$ cat config.mk
export PLATFORM = sky130hd
export DESIGN_NAME = cmac_rt_out
export DESIGN_NICKNAME = d
export VERILOG_FILES = /design/src/verilog/cmac_geom_pkg.sv /design/src/verilog/cmac_pkt_pkg.sv /design/src/verilog/cmac_rt_out.sv
export SDC_FILE = /design/constraint.sdc
export NUM_CORES = 1
export LEC_CHECK = 0
export ABC_AREA = 1
export ABC_CLOCK_PERIOD_IN_PS = 2710
export BUFFER_PORTS_ARGS = -buffer_cell sky130_fd_sc_hd__buf_2
export CAP_MARGIN = 20
export CORE_ASPECT_RATIO = 1.4
export CORE_MARGIN = 1.5
export CORE_UTILIZATION = 50
export CTS_CLUSTER_SIZE = 20
export DETAILED_ROUTE_END_ITERATION = 12
export HOLD_SLACK_MARGIN = 0.06
export PLACE_DENSITY = 0.8
export SLEW_MARGIN = 40
export SYNTH_ARGS = -nofsm -noshare
export SYNTH_HDL_FRONTEND = slang
export SYNTH_SLANG_ARGS = --single-unit
$ cat constraint.sdc
create_clock -name nvdla_core_clk -period 2.71 [get_ports nvdla_core_clk]
set_input_delay 0.1355 -clock nvdla_core_clk [delete_from_list [all_inputs] [get_ports nvdla_core_clk]]
set_output_delay 0.1355 -clock nvdla_core_clk [all_outputs]
set_load 0.05 [all_outputs]
$ cat src/verilog/cmac_geom_pkg.sv
`default_nettype none

// ======================================================================
// geometry of one cmac slice
// ======================================================================
package cmac_geom_pkg;

  // channels per atom, one feature element each
  parameter int CMAC_ATOMC = 8;

  // kernels per atom, split evenly over the two mac halves
  parameter int CMAC_ATOMK = 8;

  // operand width of feature and weight elements
  parameter int CMAC_DATA_WIDTH = 8;

  // pipeline depth of one mac half, product register included
  parameter int CMAC_MAC_LATENCY = 2;

  // retiming depth of the output stage
  parameter int CMAC_RT_LATENCY = 2;

  // full product width plus carry growth over all channels
  // 8-bit operands over 8 channels give 19 bits
  function automatic int cmac_result_width(input int data_width, input int atomc);
    return 2 * data_width + $clog2(atomc);
  endfunction

endpackage

`default_nettype wire

$ cat src/verilog/cmac_pkt_pkg.sv
`default_nettype none

// ======================================================================
// stripe packet descriptor and operand modes
// ======================================================================
package cmac_pkt_pkg;

  // descriptor travelling with every atom towards the accumulator
  parameter int CMAC_PD_WIDTH = 9;

  // bits 4:0 and 8:7 are opaque here and just pass through
  // stripe end marks the last atom of a stripe
  parameter int PD_STRIPE_END_BIT = 5;

  // layer end marks the last stripe of a layer
  parameter int PD_LAYER_END_BIT = 6;

  // operand signedness for both feature and weight elements
  // unsigned reads operands as 0..2^n-1
  // signed reads them as two's complement
  typedef enum logic {
    sign_unsigned = 1'b0,
    sign_signed   = 1'b1
  } cmac_sign_e;

endpackage

`default_nettype wire

$ cat src/verilog/cmac_rt_out.sv
`default_nettype none

// joins both halves with the descriptor and retimes towards the accumulator
module cmac_rt_out
  import cmac_geom_pkg::*;
  import cmac_pkt_pkg::*;
#(
  parameter int ATOMK        = CMAC_ATOMK,
  parameter int RESULT_WIDTH = cmac_result_width(CMAC_DATA_WIDTH, CMAC_ATOMC),
  parameter int MAC_LATENCY  = CMAC_MAC_LATENCY,
  parameter int RT_LATENCY   = CMAC_RT_LATENCY
) (
  input  wire logic                                  nvdla_core_clk,
  input  wire logic                                  reset,
  input  wire logic [CMAC_PD_WIDTH-1:0]              in_pd,
  input  wire logic                                  in_pvld,
  input  wire logic [ATOMK/2-1:0][RESULT_WIDTH-1:0]  a_data,
  input  wire logic [ATOMK/2-1:0]                    a_mask,
  input  wire logic                                  a_pvld,
  input  wire logic [ATOMK/2-1:0][RESULT_WIDTH-1:0]  b_data,
  input  wire logic [ATOMK/2-1:0]                    b_mask,
  input  wire logic                                  b_pvld,
  output logic [ATOMK-1:0][RESULT_WIDTH-1:0]         mac2accu_data,
  output logic [ATOMK-1:0]                           mac2accu_mask,
  output logic [CMAC_PD_WIDTH-1:0]                   mac2accu_pd,
  output logic                                       mac2accu_pvld,
  output logic                                       dp2reg_done
);

  // ======================================================================
  // descriptor alignment with the mac halves
  // ======================================================================

  wire [CMAC_PD_WIDTH-1:0] pd_chain     [MAC_LATENCY+1];
  wire                     pd_vld_chain [MAC_LATENCY+1];

  assign pd_chain[0]     = in_pd;
  assign pd_vld_chain[0] = in_pvld;

  for (genvar s = 0; s < MAC_LATENCY; s++) begin : g_pd_align
    logic [CMAC_PD_WIDTH-1:0] pd_q;
    logic                     vld_q;

    // descriptor holds its last value between atoms
    always_ff @(posedge nvdla_core_clk) begin
      if (reset) begin
        vld_q <= 1'b0;
        pd_q  <= '0;
      end else begin
        vld_q <= pd_vld_chain[s];
        if (pd_vld_chain[s]) begin
          pd_q <= pd_chain[s];
        end
      end
    end

    assign pd_chain[s+1]     = pd_q;
    assign pd_vld_chain[s+1] = vld_q;
  end

  // ======================================================================
  // combine point
  // ======================================================================

  // half a holds the low kernels
  wire [CMAC_PD_WIDTH-1:0] aligned_pd = pd_chain[MAC_LATENCY];
  wire                     layer_done = a_pvld & aligned_pd[PD_LAYER_END_BIT] &
                                        aligned_pd[PD_STRIPE_END_BIT];

  // ======================================================================
  // output retiming
  // ======================================================================

  wire [ATOMK-1:0][RESULT_WIDTH-1:0] rt_data [RT_LATENCY+1];
  wire [ATOMK-1:0]                   rt_mask [RT_LATENCY+1];
  wire [CMAC_PD_WIDTH-1:0]           rt_pd   [RT_LATENCY+1];
  wire                               rt_pvld [RT_LATENCY+1];

  assign rt_data[0] = {b_data, a_data};
  assign rt_mask[0] = {b_mask, a_mask};
  assign rt_pd[0]   = aligned_pd;
  assign rt_pvld[0] = a_pvld;

  for (genvar s = 0; s < RT_LATENCY; s++) begin : g_rt
    logic [ATOMK-1:0][RESULT_WIDTH-1:0] data_q;
    logic [ATOMK-1:0]                   mask_q;
    logic [CMAC_PD_WIDTH-1:0]           pd_q;
    logic                               pvld_q;

    always_ff @(posedge nvdla_core_clk) begin
      if (reset) begin
        pvld_q <= 1'b0;
        mask_q <= '0;
        pd_q   <= '0;
      end else begin
        pvld_q <= rt_pvld[s];
        mask_q <= rt_mask[s];
        if (rt_pvld[s]) begin
          pd_q <= rt_pd[s];
        end
      end
    end

    // result flops gated per kernel
    always_ff @(posedge nvdla_core_clk) begin
      for (int k = 0; k < ATOMK; k++) begin
        if (rt_mask[s][k]) begin
          data_q[k] <= rt_data[s][k];
        end
      end
    end

    assign rt_data[s+1] = data_q;
    assign rt_mask[s+1] = mask_q;
    assign rt_pd[s+1]   = pd_q;
    assign rt_pvld[s+1] = pvld_q;
  end

  assign mac2accu_data = rt_data[RT_LATENCY];
  assign mac2accu_mask = rt_mask[RT_LATENCY];
  assign mac2accu_pd   = rt_pd[RT_LATENCY];
  assign mac2accu_pvld = rt_pvld[RT_LATENCY];

  // ======================================================================
  // layer done, one cycle behind the last beat
  // ======================================================================

  wire done_chain [RT_LATENCY+2];

  assign done_chain[0] = layer_done;

  for (genvar s = 0; s <= RT_LATENCY; s++) begin : g_done
    logic done_q;

    always_ff @(posedge nvdla_core_clk) begin
      if (reset) begin
        done_q <= 1'b0;
      end else begin
        done_q <= done_chain[s];
      end
    end

    assign done_chain[s+1] = done_q;
  end

  assign dp2reg_done = done_chain[RT_LATENCY+1];

  // both halves see the same atom stream, so they step together
  a_halves_in_step: assert property (
    @(posedge nvdla_core_clk) disable iff (reset) a_pvld == b_pvld
  );

  // descriptor delay must track the mac half depth
  a_pd_aligned: assert property (
    @(posedge nvdla_core_clk) disable iff (reset) pd_vld_chain[MAC_LATENCY] == a_pvld
  );

endmodule

`default_nettype wire

==> summary.md, run 1 <==
| Metric | Value |
|---|---|
| Status | finished, final reports clean |
| Post-place instance area | 0.0130 sq mm |
| First-pass GRT wire length | 37.1 mm |
| Num ports | 345 |
| Xor/xnor share of the synthesized area | 0% |
| Nets | 1249 |
| Worst Max-Slew Pin Slew | 0.775 ns |
| Core Rows | 64 |
| Worst EP arrival | approximately 2.1 ns |
| H-Tree Depth | 2 |
| RSZ-0062 raised after global routing | false |
| Maximum clock rate | 589 MHz |
| Comb pwr share | 10.5% |
| Mux share of post-synthesis cell area | 0% |
| Final setup fails | 0 |
| Crit start category | input port |
| R2R cell count | 3 |
| WP data required | 3.09 ns |
| Clk buf depth | 3 |
| Leakage power | 0.00642 uW |
| CTS Root Cell | clkbuf_16 |
| Mapped cell area | ~0.011 sq mm |
| Critical path depth in cells | 6 |
| Initial antenna violation count | 1 |
| Finished Cell Area | 0.0159 sq mm |
| 1st-iter DRT viols | 347 |
| Placed insts | 1157 |
| Final non-filler cell total | 1399 |
| Adder-cell share of the synthesized area | 0% |
| Most common cell after layout, fill and taps aside | buf_2 |
| Vias in the first global route | between 6000 and 7000 |
| Top cells by area, synth | edfxtp_1 83%, dfxtp_1 11%, nor2_1 2.8%, o21ai_0 1.0%, inv_1 0.68% |
| Core area | roughly 0.022 sq mm |
| Die Wd | 128 microns |
| Largest net degree at the start of global routing | 37 |
| Sink Count | 362 |
| Clk_lat worst skew | 0.50 ns |
| Layout Area Growth over Synthesis | 44.7% |
| Largest family of logic cells by synthesized area | simple AND/OR/NAND/NOR gates |
| CP Class | in -> reg |
| Reg2reg start | g_pd_align[0].pd_q[1] |
| Per-cell routed wire length | roughly 18 microns |
| Pwr Total | 12500 uW |
| DR vias/cell | 4.61 |
| Hold-fix buffers at CTS | 179 |
| DP HPWL | 14.5 mm |
| Area leader, netlist | edfxtp_1 |
| Post-cts resize count | 0 |
| Share of cells above drive strength 1 | 36.4% |
| Max-cap violations | 0 |
| Top delay family on crit path | buffers and inverters |
| Height of the die | 178 microns |
| Switch share | approximately a quarter |
| Fillers | between 1000 and 1500 |
| Mean Syn Cell Area | 20.9 sq um |
| Worst Setup SP | in_pvld |
| Placer Congestion | 0.881 |
| Max VDD drop | 0.000665 V |
| Yosys top cell area share | 83.2% |
| Setup Buffers After CTS | 0 |
| Initial DRT Pass Iterations | 4 |
| Reg-to-reg slack, setup | roughly 1.4 ns |
| CP bufs+invs | 4 |
| Clk_skew | 0.0120 ns |
| Compound-cell area share of the yosys netlist | 1.32% |
| Library cells used by synthesis | 12 |
| Via count | 6449 |
| Setup_tns | 0 ns |
| Final hold slack | 0.109 ns |
| Critical path cell sequence | dlygate4sd3_1, buf_2, clkinv_1, nor2_1, nor2_1, dlygate4sd3_1 |
| CTS tree | done |
| Pwr dens | 788 mW/mm^2 |
| Post-Syn Nets | 700 |
| Slew margin rel. | 48.3% |
| Crit path to | g_pd_align[0].pd_q[3] |
| DR DRC count | 0 |
| GRT overflow | 0 |
| Starting density of the core | slightly above 50% |
| Die area | 0.0229 sq mm |
| Synthesized netlist cell count | roughly 530 |
| Synth warn | 0 |
| Leading cell types in the layout, fill and taps excluded | 343 x buf_2, 304 x edfxtp_1, 179 x dlygate4sd3_1 |
| Seq pwr share | 53.2% |
| PortBufs | approximately 340 |
| Worst-path clk slew | ~0.06 ns |
| Period Utilization, post-route | 62.6% |
| Worst Setup End Kind | flop |
| Final hold violation count | 0 |
| Net Switching | slightly above 3000 uW |
| Total GRT Usage | 22.1% |
| CP max stage cell | dlygate4sd3_1 |
| CP peak stage delay | around 0.55 ns |
| RR Endpoint | g_pd_align[0].pd_q[1] |
| Yosys reg bits | 362 |
| Clock buffer count from CTS | 34 |
| Slew Viols, Final | 0 |
| Area share of and/or/nand/nor cells after synthesis | 3.57% |
| Clock power share | 36.3% |
| Seq/Total Area, Yosys | 93.7% |
| Period minus WS final | 1.70 ns |
| HP Class | in -> reg |
| Detailed Route WL | around 26 mm |
| Crit path max fanout | 10 |
| Post-route ant nets | 0 |
| Internal power | 9500 uW |
==> metal layers <==
metal,vias to the layer above,track usage (%),part of all wire [%]
met1,3061,23.5,35
met2,295,41.3,55
met4,0,9.69,4.0
met5,-,0,0
met3,67,5.25,6.6
li1,3026,-,-
==> state kept, by name, indices dropped and copies added (netlist names) <==
register / count
g_rt.data_q: 152
mac2accu_mask: 8
g_pd_align.pd_q: 9
mac2accu_pd: 9
g_done.done_q: 2
g_rt.mask_q: 8
dp2reg_done: 1
g_pd_align.vld_q: 1
mac2accu_data: 152
mac2accu_pvld: 1
aligned_pd: 9
g_rt.pvld_q: 1
g_rt.pd_q: 9
==> Yosys cell counts <==
| library cell | count |
|---|---|
| nor2_1 | 81 |
| edfxtp_1 | 304 |
| buf_4 | 6 |
| nand2_1 | 14 |
| buf_2 | 3 |
| inv_2 | 1 |
| dfxtp_1 | 58 |
| o21ai_1 | 6 |
| clkinv_1 | 3 |
| o21ai_0 | 23 |
| nand3_1 | 7 |
| inv_1 | 20 |
==> through the flow <==
| step | setup WS (ns) | utilization (%) |
|---|---|---|
| global route | 0.970 | 73.2 |
| finish | 1.01 | 73.2 |
| floorplan | 1.64 | - |
| global placement | 1.22 | 59.9 |
| CTS | 1.17 | 73.2 |
| detailed placement | 1.18 | 59.9 |
==> logic make-up after synthesis <==
group	count (synthesis)
DFF	362
and+or+nand+nor	102
buffers and inverters	33
AOI/OAI and AO/OA	29
==> how the worst min path moves through the flow <==
| stage | endpoint | startpoint | cells past startpoint |
|---|---|---|---|
| finish | g_rt[0].mask_q[6] | b_mask[2] | 3 |
| global placement | g_rt[0].data_q[116] | b_data[40] | 1 |
| floorplan | dp2reg_done | reset | 1 |
| CTS | g_rt[0].data_q[121] | b_mask[2] | 1 |
| detailed placement | g_rt[0].data_q[89] | b_data[13] | 1 |
| global route | g_rt[0].data_q[131] | b_mask[2] | 1 |
==> power by group through the flow <==
stage / combinational (uW) / clock [uW] / sequential (uW)
after floorplan: 68.4 / 0 / 7370
after global placement: 1060 / 0 / 6740
after detailed placement: 1080 / 0 / 6770
after CTS: 1290 / 4590 / 6650
after global routing: 1370 / 4840 / 6700
final: 1310 / 4550 / 6660
==> worst register-to-register path: cells and delay by family (launching register included) <==
family                 cells  cell delay (ns)
AO/OA/AOI/OAI              1             0.25
buffers and inverters      1             0.56
flip-flops                 1             0.32
AND/OR/NAND/NOR            1             0.08
==> area by class of cell <==
| cell class | count | area, sq um | share of cell area (%) |
|---|---|---|---|
| timing repair buffer | 522 | 3510 | 22.1 |
| tap | 297 | 372 | 2.34 |
| inverter | 24 | 90.1 | 0.567 |
| sequential | 362 | 10300 | 64.8 |
| clock buffer | 42 | 955 | 6.01 |
| multi-input combinational | 131 | 537 | 3.38 |
| clock inverter | 20 | 125 | 0.788 |
| antenna | 1 | 2.50 | 0.0158 |
No activity file was read; power rests on OpenSTA's default activity.
==> run 2, diff against run 1 <==
ABC_CLOCK_PERIOD_IN_PS = 1700   (was 2710)
clock period = 1.7 ns   (was 2.71 ns; I/O delays follow)
==> summary.md, run 2 (synthesis results as in run 1) <==
| Metric | Value |
|---|---|
| Placer Congestion | 0.871 (-1.0%) |
| Setup_tns | 0 ns (unchanged) |
| Sink Count | 362 (unchanged) |
| Fin util | 74.2% (+0.98 points) |
| RR Endpoint | g_pd_align[0].pd_q[8] |
| Final setup fails | 0 (unchanged) |
| Period minus WS final | about 1.6 ns |
| Clock buffer count from CTS | 34 (unchanged) |
| N_diodes | 0 (-1) |
| Hold depth | 2 (-1) |
| Via count | 6513 (+0.99%) |
| Clk buf depth | 3 (unchanged) |
| HP Class | in -> reg |
| RSZ-0062 raised after global routing | false |
| Pwr Total | 20700 uW (+65%) |
| Per-cell routed wire length | 18.3 microns (-0.15%) |
| Layout Area Growth over Synthesis | 46.7% |
| Clk_skew | 0.0130 ns (+0.000992 ns) |
| Placed insts | 1168 (+0.95%) |
| H-Tree Depth | 2 (unchanged) |
| 1st-iter DRT viols | 348 (+0.29%) |
| Crit start category | input port |
| Pwr dens | 1290 mW/mm^2 (+63%) |
| Total GRT Usage | 22.1% (+0.044 points) |
| CTS tree | done |
| Slew margin rel. | 68.9% (+21 points) |
| Final non-filler cell total | 1411 (+0.86%) |
| DP HPWL | 14.8 mm (+2.1%) |
| Final hold violation count | 0 (unchanged) |
| Max VDD drop | 0.00100 V (+50%) |
| Largest net degree at the start of global routing | 37 (unchanged) |
| First-pass GRT wire length | 36.9 mm (-0.39%) |
| Die area | 0.0229 sq mm (unchanged) |
| Worst Max-Slew Pin Slew | 0.466 ns (-0.309 ns) |
| GRT overflow | 0 (unchanged) |
| Num ports | 345 (unchanged) |
| Area occupied by multi-input gates | 537 sq um (unchanged) |
| DR vias/cell | 4.62 (+0.13%) |
| Die Wd | 128 microns (unchanged) |
| Maximum clock rate | 630 MHz |
| Finished Cell Area | 0.0161 sq mm (+1.3%) |
| Hold_sp | b_data[26] |
| Leakage power | 0.00654 uW (+1.8%) |
| Area occupied by registers | 0.0103 sq mm (about the same) |
| Worst Setup SP | in_pvld |
| R2R cell count | 3 (unchanged) |
| Vias in the first global route | 6816 (-0.47%) |
| CP peak stage delay | 0.56 ns (about the same) |
| Clk_lat worst skew | 0.50 ns (about the same) |
| Leading cell types in the layout, fill and taps excluded | 343 x buf_2, 304 x edfxtp_1, 181 x dlygate4sd3_1 |
| Status | finished, final reports clean |
| Slew Viols, Final | 0 (unchanged) |
| Starting density of the core | 50.6% (unchanged) |
| Crit path max fanout | 10 (unchanged) |
| Post-route ant nets | 0 (unchanged) |
| Core area | 0.0217 sq mm (unchanged) |
| Nets | 1262 (+1.0%) |
| Post-place instance area | 0.0131 sq mm (+0.64%) |
| Fillers | 1233 (-3.3%) |
| CTS Root Cell | clkbuf_16 |
| DR DRC count | 0 (unchanged) |
| Detailed Route WL | 25.8 mm (+0.71%) |
| Initial DRT Pass Iterations | 4 (unchanged) |
| Core Rows | 64 (unchanged) |
| Reg2reg start | g_pd_align[0].pd_q[8] |
| CP max stage cell | dlygate4sd3_1 |
| Max-cap violations | 0 (unchanged) |
| Crit path to | g_pd_align[0].pd_q[4] |
| Worst Setup End Kind | flop |
| Share of cells above drive strength 1 | 36.9% (+0.47 points) |
| PortBufs | 343 (unchanged) |
| CP Class | in -> reg |
| Height of the die | 178 microns (unchanged) |
| Initial antenna violation count | 0 (-1) |
| Critical path cell sequence | dlygate4sd3_1, buf_2, clkinv_1, nor2_1, nor2_1, dlygate4sd3_1 |
| WP data required | 2.08 ns (-1.01 ns) |
| Reg-to-reg slack, setup | 0.39 ns (-1.00 ns) |
| Worst-path clk slew | 0.07 ns (about the same) |
| Period Utilization, post-route | 93.4% |
| Worst EP arrival | 1.97 ns (-0.11 ns) |
| Most common cell after layout, fill and taps aside | buf_2 |
run 2: cell type report:
type,count,share of cell area [%]
Clock inverter,21,1.53
Inverter,24,0.575
Clock buffer,41,5.91
Timing Repair Buffer,535,22.4
Multi-Input combinational cell,131,3.33
Tap cell,297,2.31
Sequential cell,362,63.9
run 2: report_power, final:
| part | internal [uW] | switching [uW] | total [uW] |
|---|---|---|---|
| Sequential | 10300 | 212 | 10600 |
| Clock | 4790 | 3200 | 7980 |
| Combinational | 653 | 1520 | 2180 |
| Total | 15800 | 4940 | 20700 |
run 2: worst min path at each step:
stage	to	slack, ns
after floorplan	dp2reg_done	0.16
after global placement	g_rt[0].data_q[125]	0.26
after detailed placement	g_rt[0].data_q[89]	0.26
after CTS	g_rt[0].data_q[23]	0.27
after global routing	g_rt[0].data_q[53]	0.29
final	g_rt[0].data_q[102]	0.29
run 2: worst max-delay path: cells and delay by family:
kind / cells / cell delay (ns)
and+or+nand+nor: 2 / 0.32
buffers and inverters: 4 / 1.57
run 2: per-layer routing:
layer	vias up	track usage, %	part of all wire [%]
met4	0	11.0	4.6
met3	72	5.58	6.4
li1	3046	-	-
met1	3104	22.5	34
met5	-	0	0
met2	291	41.6	55
run 2: stage by stage:
step           hold WS, ns  setup slack (ns)
3_5_place_dp         0.263             0.566
3_3_place_gp         0.261             0.608
2_1_floorplan        0.156             0.626
6_report             0.291             0.112
4_1_cts              0.274             0.108
5_1_grt              0.287            0.0796
run 2: what timing repair did:
action | CTS | global route
endpoints found under the setup margin | 0 | 6
buffers inserted | 0 | 0
resized for setup | 0 | 2
endpoints found under the hold margin | 335 | 0
hold buffers | 181 | 0
